[src/design/core_pkg.sv]
/*
 * Shared constants of the in-order integer core.
 * Widths, fetch queue sizing and the RV32I opcode and funct codes of the
 * supported ALU subset. Modules pull these in with a wildcard import.
 */

`default_nettype none

package core_pkg;

    // datapath and instruction widths
    localparam int xlen = 32;
    localparam int ilen = 32;

    // fetch queue sizing, pointer width is log2 of the depth
    localparam int fifo_depth = 4;
    localparam int fifo_ptr_w = 2;

    // architectural registers
    localparam int nregs      = 32;
    localparam int reg_addr_w = 5;

    // major opcodes
    localparam logic [6:0] opc_op     = 7'b0110011;
    localparam logic [6:0] opc_op_imm = 7'b0010011;

    // funct3 of the supported operations
    localparam logic [2:0] f3_add = 3'b000;
    localparam logic [2:0] f3_xor = 3'b100;
    localparam logic [2:0] f3_or  = 3'b110;
    localparam logic [2:0] f3_and = 3'b111;

    // funct7 that turns ADD into SUB
    localparam logic [6:0] f7_sub = 7'b0100000;

endpackage

`default_nettype wire

[src/design/instr_fetch.sv]
/*
 * Instruction fetch unit.
 * Issues sequential word requests on the req/gnt/rvalid instruction port
 * and forwards each returned word with its PC to the fetch queue. Requests
 * are throttled so that every outstanding response has a queue slot.
 */

`timescale 1ns/100ps
`default_nettype none

module instr_fetch
    import core_pkg::*;
(
    input  logic                  clk_i,
    input  logic                  rst_n_i,
    input  logic                  fetch_enable_i,
    input  logic [xlen-1:0]       boot_addr_i,
    output logic                  instr_req_o,
    output logic [xlen-1:0]       instr_addr_o,
    input  logic                  instr_gnt_i,
    input  logic                  instr_rvalid_i,
    input  logic [ilen-1:0]       instr_rdata_i,
    input  logic [fifo_ptr_w:0]   fifo_count_i,
    output logic                  push_o,
    output logic [ilen-1:0]       push_data_o,
    output logic [xlen-1:0]       push_pc_o,
    output logic                  busy_o
);

    logic                  req_q;
    logic                  started_q;
    logic [xlen-1:0]       addr_q;
    logic [fifo_ptr_w:0]   outstanding_q;
    logic                  accept;
    logic [fifo_ptr_w+1:0] slots_used;
    logic                  room;

    // PCs of accepted requests, in request order
    logic [xlen-1:0]       pc_q [fifo_depth];
    logic [fifo_ptr_w-1:0] pc_wr_ptr_q;
    logic [fifo_ptr_w-1:0] pc_rd_ptr_q;

    assign accept = req_q & instr_gnt_i;

    // slots taken next cycle, pops ignored so the estimate never runs short
    assign slots_used = {1'b0, outstanding_q}
                      + {1'b0, fifo_count_i}
                      + {{(fifo_ptr_w+1){1'b0}}, accept};
    assign room = slots_used < (fifo_ptr_w+2)'(fifo_depth);

    always_ff @(posedge clk_i) begin
        if (!rst_n_i) begin
            req_q         <= 1'b0;
            started_q     <= 1'b0;
            outstanding_q <= '0;
            pc_wr_ptr_q   <= '0;
            pc_rd_ptr_q   <= '0;
        end else begin
            started_q <= started_q | fetch_enable_i;
            // an ungranted request holds, a new one needs enable and room
            req_q <= (req_q & ~instr_gnt_i) | (fetch_enable_i & room);

            case ({accept, instr_rvalid_i})
                2'b10:   outstanding_q <= outstanding_q + 1'b1;
                2'b01:   outstanding_q <= outstanding_q - 1'b1;
                default: outstanding_q <= outstanding_q;
            endcase

            if (accept) begin
                pc_wr_ptr_q <= pc_wr_ptr_q + 1'b1;
            end
            if (instr_rvalid_i) begin
                pc_rd_ptr_q <= pc_rd_ptr_q + 1'b1;
            end
        end
    end

    // address follows boot_addr_i until fetching starts
    always_ff @(posedge clk_i) begin
        if (!started_q) begin
            addr_q <= boot_addr_i;
        end else if (accept) begin
            addr_q <= addr_q + xlen'(4);
        end
    end

    always_ff @(posedge clk_i) begin
        if (accept) begin
            pc_q[pc_wr_ptr_q] <= addr_q;
        end
    end

    assign instr_req_o  = req_q;
    assign instr_addr_o = addr_q;

    // responses go straight into the queue
    assign push_o      = instr_rvalid_i;
    assign push_data_o = instr_rdata_i;
    assign push_pc_o   = pc_q[pc_rd_ptr_q];

    assign busy_o = req_q | (outstanding_q != '0);

endmodule

`default_nettype wire

[src/design/fetch_fifo.sv]
/*
 * Fetch queue between the fetch unit and the execute stage.
 * Circular buffer of instruction word and PC pairs, read in order.
 * The fetch unit guarantees room, so there is no full indication.
 */

`timescale 1ns/100ps
`default_nettype none

module fetch_fifo
    import core_pkg::*;
(
    input  logic                clk_i,
    input  logic                rst_n_i,
    input  logic                push_i,
    input  logic [ilen-1:0]     push_data_i,
    input  logic [xlen-1:0]     push_pc_i,
    input  logic                pop_i,
    output logic                empty_o,
    output logic [fifo_ptr_w:0] count_o,
    output logic [ilen-1:0]     head_data_o,
    output logic [xlen-1:0]     head_pc_o
);

    logic [ilen-1:0]       data_q [fifo_depth];
    logic [xlen-1:0]       pc_q   [fifo_depth];
    logic [fifo_ptr_w-1:0] wr_ptr_q;
    logic [fifo_ptr_w-1:0] rd_ptr_q;
    logic [fifo_ptr_w:0]   count_q;
    logic                  do_pop;

    assign empty_o = (count_q == '0);
    // a pop on an empty queue is dropped
    assign do_pop  = pop_i & ~empty_o;

    always_ff @(posedge clk_i) begin
        if (!rst_n_i) begin
            wr_ptr_q <= '0;
            rd_ptr_q <= '0;
            count_q  <= '0;
        end else begin
            if (push_i) begin
                wr_ptr_q <= wr_ptr_q + 1'b1;
            end
            if (do_pop) begin
                rd_ptr_q <= rd_ptr_q + 1'b1;
            end
            case ({push_i, do_pop})
                2'b10:   count_q <= count_q + 1'b1;
                2'b01:   count_q <= count_q - 1'b1;
                default: count_q <= count_q;
            endcase
        end
    end

    always_ff @(posedge clk_i) begin
        if (push_i) begin
            data_q[wr_ptr_q] <= push_data_i;
            pc_q[wr_ptr_q]   <= push_pc_i;
        end
    end

    assign count_o     = count_q;
    assign head_data_o = data_q[rd_ptr_q];
    assign head_pc_o   = pc_q[rd_ptr_q];

endmodule

`default_nettype wire

[src/design/reg_file.sv]
/*
 * Integer register file, 32 entries of xlen bits.
 * Two combinational read ports and one synchronous write port.
 * x0 reads as zero and ignores writes.
 */

`timescale 1ns/100ps
`default_nettype none

module reg_file
    import core_pkg::*;
(
    input  logic                  clk_i,
    input  logic                  rst_n_i,
    input  logic [reg_addr_w-1:0] rs1_i,
    input  logic [reg_addr_w-1:0] rs2_i,
    input  logic                  we_i,
    input  logic [reg_addr_w-1:0] rd_i,
    input  logic [xlen-1:0]       wdata_i,
    output logic [xlen-1:0]       rs1_data_o,
    output logic [xlen-1:0]       rs2_data_o
);

    logic [xlen-1:0] regs_q [nregs];

    always_ff @(posedge clk_i) begin
        if (!rst_n_i) begin
            for (int i = 0; i < nregs; i++) begin
                regs_q[i] <= '0;
            end
        end else if (we_i && (rd_i != '0)) begin
            regs_q[rd_i] <= wdata_i;
        end
    end

    // x0 forced to zero on read as well
    assign rs1_data_o = (rs1_i == '0) ? '0 : regs_q[rs1_i];
    assign rs2_data_o = (rs2_i == '0) ? '0 : regs_q[rs2_i];

endmodule

`default_nettype wire

[src/design/alu_exec.sv]
/*
 * Execute stage for the supported RV32I ALU subset.
 * Decodes the queue head, reads operands, writes the result back as the
 * head is popped and registers the commit trace one clock later.
 * Any other word retires as a no-op with rd and wdata zero.
 */

`timescale 1ns/100ps
`default_nettype none

module alu_exec
    import core_pkg::*;
(
    input  logic                  clk_i,
    input  logic                  rst_n_i,
    input  logic                  empty_i,
    input  logic [ilen-1:0]       head_data_i,
    input  logic [xlen-1:0]       head_pc_i,
    output logic                  pop_o,
    output logic [reg_addr_w-1:0] rs1_o,
    output logic [reg_addr_w-1:0] rs2_o,
    input  logic [xlen-1:0]       rs1_data_i,
    input  logic [xlen-1:0]       rs2_data_i,
    output logic                  we_o,
    output logic [reg_addr_w-1:0] rd_o,
    output logic [xlen-1:0]       wdata_o,
    output logic                  commit_valid_o,
    output logic [xlen-1:0]       commit_pc_o,
    output logic [reg_addr_w-1:0] commit_rd_o,
    output logic [xlen-1:0]       commit_wdata_o,
    output logic                  busy_o
);

    logic [6:0]            opcode;
    logic [2:0]            funct3;
    logic [6:0]            funct7;
    logic [reg_addr_w-1:0] rd;
    logic [xlen-1:0]       imm;
    logic                  is_imm;
    logic                  f7_ok;
    logic [xlen-1:0]       operand_b;
    logic [xlen-1:0]       result;
    logic                  supported;

    logic                  commit_valid_q;
    logic [xlen-1:0]       commit_pc_q;
    logic [reg_addr_w-1:0] commit_rd_q;
    logic [xlen-1:0]       commit_wdata_q;

    // instruction fields
    assign opcode = head_data_i[6:0];
    assign rd     = head_data_i[11:7];
    assign funct3 = head_data_i[14:12];
    assign rs1_o  = head_data_i[19:15];
    assign rs2_o  = head_data_i[24:20];
    assign funct7 = head_data_i[31:25];
    assign imm    = {{(xlen-12){head_data_i[31]}}, head_data_i[31:20]};

    assign is_imm    = (opcode == opc_op_imm);
    // register form needs funct7 zero, except SUB
    assign f7_ok     = is_imm || (funct7 == 7'b0);
    assign operand_b = is_imm ? imm : rs2_data_i;

    always_comb begin
        supported = 1'b0;
        result    = '0;
        if ((opcode == opc_op) || is_imm) begin
            case (funct3)
                f3_add: begin
                    if (f7_ok) begin
                        supported = 1'b1;
                        result    = rs1_data_i + operand_b;
                    end else if (funct7 == f7_sub) begin
                        supported = 1'b1;
                        result    = rs1_data_i - operand_b;
                    end
                end
                f3_xor: begin
                    supported = f7_ok;
                    result    = rs1_data_i ^ operand_b;
                end
                f3_or: begin
                    supported = f7_ok;
                    result    = rs1_data_i | operand_b;
                end
                f3_and: begin
                    supported = f7_ok;
                    result    = rs1_data_i & operand_b;
                end
                default: begin
                    supported = 1'b0;
                    result    = '0;
                end
            endcase
        end
    end

    // head consumed every cycle it is valid
    assign pop_o   = ~empty_i;
    assign we_o    = pop_o & supported;
    assign rd_o    = rd;
    assign wdata_o = result;

    always_ff @(posedge clk_i) begin
        if (!rst_n_i) begin
            commit_valid_q <= 1'b0;
        end else begin
            commit_valid_q <= pop_o;
        end
    end

    // trace reports wdata zero whenever nothing is written, x0 included
    always_ff @(posedge clk_i) begin
        if (pop_o) begin
            commit_pc_q    <= head_pc_i;
            commit_rd_q    <= supported ? rd : '0;
            commit_wdata_q <= (supported && (rd != '0)) ? result : '0;
        end
    end

    assign commit_valid_o = commit_valid_q;
    assign commit_pc_o    = commit_pc_q;
    assign commit_rd_o    = commit_rd_q;
    assign commit_wdata_o = commit_wdata_q;

    assign busy_o = pop_o | commit_valid_q;

endmodule

`default_nettype wire

[src/design/core_top.sv]
/*
 * Top level of the minimal integer core.
 * Connects fetch unit, fetch queue, execute stage and register file.
 * Exposes the instruction port and a commit trace of retired instructions.
 */

`timescale 1ns/100ps
`default_nettype none

module core_top
    import core_pkg::*;
(
    input  logic                  clk_i,
    input  logic                  rst_n_i,
    input  logic                  fetch_enable_i,
    input  logic [xlen-1:0]       boot_addr_i,
    output logic                  instr_req_o,
    output logic [xlen-1:0]       instr_addr_o,
    input  logic                  instr_gnt_i,
    input  logic                  instr_rvalid_i,
    input  logic [ilen-1:0]       instr_rdata_i,
    output logic                  commit_valid_o,
    output logic [xlen-1:0]       commit_pc_o,
    output logic [reg_addr_w-1:0] commit_rd_o,
    output logic [xlen-1:0]       commit_wdata_o,
    output logic                  core_busy_o
);

    logic                  push;
    logic [ilen-1:0]       push_data;
    logic [xlen-1:0]       push_pc;
    logic                  pop;
    logic                  fifo_empty;
    logic [fifo_ptr_w:0]   fifo_count;
    logic [ilen-1:0]       head_data;
    logic [xlen-1:0]       head_pc;
    logic [reg_addr_w-1:0] rs1;
    logic [reg_addr_w-1:0] rs2;
    logic [xlen-1:0]       rs1_data;
    logic [xlen-1:0]       rs2_data;
    logic                  rf_we;
    logic [reg_addr_w-1:0] rf_rd;
    logic [xlen-1:0]       rf_wdata;
    logic                  fetch_busy;
    logic                  exec_busy;

    instr_fetch i_fetch (
        .clk_i          ( clk_i          ),
        .rst_n_i        ( rst_n_i        ),
        .fetch_enable_i ( fetch_enable_i ),
        .boot_addr_i    ( boot_addr_i    ),
        .instr_req_o    ( instr_req_o    ),
        .instr_addr_o   ( instr_addr_o   ),
        .instr_gnt_i    ( instr_gnt_i    ),
        .instr_rvalid_i ( instr_rvalid_i ),
        .instr_rdata_i  ( instr_rdata_i  ),
        .fifo_count_i   ( fifo_count     ),
        .push_o         ( push           ),
        .push_data_o    ( push_data      ),
        .push_pc_o      ( push_pc        ),
        .busy_o         ( fetch_busy     )
    );

    fetch_fifo i_fifo (
        .clk_i       ( clk_i      ),
        .rst_n_i     ( rst_n_i    ),
        .push_i      ( push       ),
        .push_data_i ( push_data  ),
        .push_pc_i   ( push_pc    ),
        .pop_i       ( pop        ),
        .empty_o     ( fifo_empty ),
        .count_o     ( fifo_count ),
        .head_data_o ( head_data  ),
        .head_pc_o   ( head_pc    )
    );

    alu_exec i_exec (
        .clk_i          ( clk_i          ),
        .rst_n_i        ( rst_n_i        ),
        .empty_i        ( fifo_empty     ),
        .head_data_i    ( head_data      ),
        .head_pc_i      ( head_pc        ),
        .pop_o          ( pop            ),
        .rs1_o          ( rs1            ),
        .rs2_o          ( rs2            ),
        .rs1_data_i     ( rs1_data       ),
        .rs2_data_i     ( rs2_data       ),
        .we_o           ( rf_we          ),
        .rd_o           ( rf_rd          ),
        .wdata_o        ( rf_wdata       ),
        .commit_valid_o ( commit_valid_o ),
        .commit_pc_o    ( commit_pc_o    ),
        .commit_rd_o    ( commit_rd_o    ),
        .commit_wdata_o ( commit_wdata_o ),
        .busy_o         ( exec_busy      )
    );

    reg_file i_regs (
        .clk_i      ( clk_i    ),
        .rst_n_i    ( rst_n_i  ),
        .rs1_i      ( rs1      ),
        .rs2_i      ( rs2      ),
        .we_i       ( rf_we    ),
        .rd_i       ( rf_rd    ),
        .wdata_i    ( rf_wdata ),
        .rs1_data_o ( rs1_data ),
        .rs2_data_o ( rs2_data )
    );

    // busy while anything is in flight anywhere in the pipe
    assign core_busy_o = fetch_busy | exec_busy;

endmodule

`default_nettype wire

[config.mk]
export PLATFORM = sky130hd
export DESIGN_NAME = core_top
export DESIGN_NICKNAME = d
export VERILOG_FILES = /design/src/design/core_pkg.sv /design/src/design/instr_fetch.sv /design/src/design/fetch_fifo.sv /design/src/design/reg_file.sv /design/src/design/alu_exec.sv /design/src/design/core_top.sv
export SDC_FILE = /design/constraint.sdc
export NUM_CORES = 2
export LEC_CHECK = 0
export BUFFER_PORTS_ARGS = -buffer_cell sky130_fd_sc_hd__buf_2
export CAP_MARGIN = 30
export CORE_MARGIN = 1.5
export CORE_UTILIZATION = 27
export CTS_CLUSTER_DIAMETER = 40
export CTS_CLUSTER_SIZE = 16
export DETAILED_ROUTE_END_ITERATION = 8
export PLACE_DENSITY = 0.41
export SYNTH_ARGS = -nofsm -noshare
export SYNTH_HDL_FRONTEND = slang
export SYNTH_SLANG_ARGS = --single-unit
[constraint.sdc]
create_clock -name clk_i -period 7.06 [get_ports clk_i]
set_clock_uncertainty 0.15 [all_clocks]
set_input_delay 1.412 -clock clk_i [delete_from_list [all_inputs] [get_ports clk_i]]
set_output_delay 1.412 -clock clk_i [all_outputs]
set_load 0.1 [all_outputs]
==> qor.csv <==
metric,value,unit
portBuffers,172,
yosys.area.top_type,edfxtp_1,
cts_max_level,5,
nets,6481,
cts_tree,built,
insertion_delay,0.90,ns
synthSimpleGateAreaFrac,11.6,%
cts_inserted_buffers,303,
dp_cells,9717,
synth.cells.most_frequent,"1,509 x edfxtp_1, 1,185 x nor2_1, 661 x nand2_1",
start_util,27.2,%
synth_edf_count,1509,
drive_above_1_share,28.0,%
io_pins,173,
synthDistinctLibCells,86,
yosysTopAreaCellShare,59.1,%
status,finished clean,
relSlewSlack,34.6,%
ys.flop_type,edfxtp_1,
hold_path_class,flip-flop to flip-flop,
grt_pass1_vias,54348,
track_usage,21.4,%
ys_async_sr_fraction,0,%
dp_hpwl,203000,um
post_synth.cell_area_avg,13.2,um2
syn-cell-area,0.0767,mm2
synth_area_leaders,"edfxtp_1 59%, mux4_2 15%, nor2_1 5.8%",
cp_max_fo,31,
routabilityCongestion,0.912,
cts.path.max_buffers,4,
numClockSinks,1530,
dieHeight,536,um
placementRows,195,
synth_mux_area_share,17.0,%
synthXorXnorAreaFrac,0.514,%
maxCapViolCount,0,
num-fill-cells,27665,
wirelength,313000,um
via_count,54188,
seq_area_frac_synth,59.6,%
startpoint_type,flip-flop,
grt_overflow,0,
synth_compound_gate_area_share,5.88,%
setup_viol,0,
ant_nets,0,
hold_viol_final,0,
required,7.44,ns
crit_type,flip-flop to flip-flop,
grt_pass1_wl,435000,um
yosysMostFrequentCell,edfxtp_1,
setup_tns,0,ns
synth_top_family_by_area,multiplexers,
die_x,536,um
cts_root_buffer,clkbuf_16,
dp_slack,-0.0746,ns
tightest_slew,0.977,ns
yosysWarningCount,0,
clk_pin_slew,0.06,ns
synthAdderAreaFrac,1.90,%
ys_ff_latch,1530,
ctsHoldBuffers,0,
final-instance-count-excl-fill,10288,
wl_per_cell,30.5,um
arrival,7.28,ns
die-area,0.287,mm2
viasPerCell,5.27,
grt_max_degree,62,
finalCritPeriodShare,97.6,%
drt-initial-drc-count,5891,
postSynthCellCount,5792,
antenna_found_initial,23,
drc,0,
drt_first_pass_iters,8,
coreArea,0.283,mm2
slew_violations,0,
setup_slack,0.166,ns
timing.hold.ws,0.350,ns
end_kind,flip-flop,
period_minus_slack,6.89,ns
fmax,0.145,GHz
area_growth,25.2,%
[final cells by class]
cell class	count	area, um2	area share, %
Sequential cell	1530	45700	47.6
Multi-Input combinational cell	3675	29100	30.3
Clock inverter	210	2410	2.51
Antenna cell	5	12.5	0.0130
Timing Repair Buffer	672	5950	6.20
Clock buffer	337	7770	8.09
Inverter	116	437	0.454
Tap cell	3743	4680	4.87
[worst max-delay path, stage by stage, from the launching register on]
cell       delay (ns)
dfxtp_2          0.36
buf_12           0.23
mux2_2           0.48
o21a_4           0.33
nand2_1          0.35
buf_4            0.33
o221ai_1         0.18
o21ai_0          0.20
a21oi_1          0.13
or3_1            0.51
ha_1             0.35
o21bai_1         0.27
o2111ai_1        0.21
nand2_1          0.14
a41oi_1          0.26
a221o_1          0.47
o21ai_0          0.38
o221ai_1         0.24
a211o_1          0.37
a21oi_4          0.21
buf_12           0.22
nor2_1           0.08
[registers in the layout, indices dropped and copies added (netlist names), named ones only]
name / flops
i_fifo.rd_ptr_q: 2
i_fetch.instr_req_o: 1
i_regs.regs_q: 1024
i_exec.commit_wdata_o: 32
i_fifo.pc_q: 128
i_exec.commit_pc_o: 32
i_fifo.count_o: 3
i_fetch.pc_q: 128
i_fifo.wr_ptr_q: 2
i_exec.commit_valid_o: 1
i_fetch.outstanding_q: 3
i_fifo.data_q: 128
i_fetch.started_q: 1
i_fetch.instr_addr_o: 32
i_fetch.pc_rd_ptr_q: 2
i_exec.commit_rd_o: 5
i_fetch.pc_wr_ptr_q: 2
[kinds of logic (layout without fill, tap and decap cells)]
group	Yosys count	count (layout)
buf+inv	619	1335
compound gates	666	667
xor+xnor	45	45
simple gates	2179	2179
flops	1530	1530
other cells	1	37
mux	638	638
fa+ha+maj	114	114
[placed cells by master, fill, tap and decap left out, drive strengths merged, types with 10 or more instances in the layout]
master	count
a32o	28
a21oi	162
xnor2	22
mux4	526
a211o	13
nor3	31
nand2b	10
a31oi	80
buf	670
bufinv	35
and2	53
or2	12
nand2	662
and3	67
mux2i	104
a21o	11
o221ai	25
ha	110
o21ai	97
conb	32
clkinv	116
inv	152
dfxtp	21
clkinvlp	23
xor2	23
edfxtp	1509
a211oi	83
clkbuf	338
o211ai	25
o21a	13
nor2	1186
o22ai	13
nand3	99
nor4	14
a22oi	23
a311oi	12
[what timing repair did]
action / 4_1_cts / 5_1_grt
pin swaps: 0 / 2
endpoints found under the setup margin: 119 / 323
gates resized for setup: 6 / 18
setup buffers: 0 / 15
gates cloned: 1 / 2
hold endpoints to repair: 0 / 0
[final timing paths]
kind | cells after the start | from | slack (ns) | end
hold reg to reg | 2 | i_fetch.pc_wr_ptr_q[1]$_SDFFE_PN0P_ | 0.35 | i_fetch.pc_wr_ptr_q[1]$_SDFFE_PN0P_
hold / removal | 2 | i_fetch.pc_wr_ptr_q[1]$_SDFFE_PN0P_ | 0.35 | i_fetch.pc_wr_ptr_q[1]$_SDFFE_PN0P_
setup / recovery | 21 | flip-flop | 0.17 | i_regs.regs_q[23][21]$_SDFFCE_PN0P_
setup reg to reg | 21 | flip-flop | 0.17 | i_regs.regs_q[23][21]$_SDFFCE_PN0P_
[stage by stage]
step	util, %	area (um2)
after global routing	34.0	96100
after global placement	30.2	85400
final	34.0	96100
after detailed placement	30.3	85600
after floorplan	-	76900
after CTS	33.9	95800
[metal layers]
metal,track usage (%),part of all wire (%),vias up
met4,8.21,4.1,4
li1,-,-,22843
met3,4.04,7.5,520
met5,0,0.0099,-
met2,33.9,46,2296
met1,29.0,42,28525
Power is not shown: default switching activity piles up to over one toggle a cycle in this logic, so the estimate is an artifact.
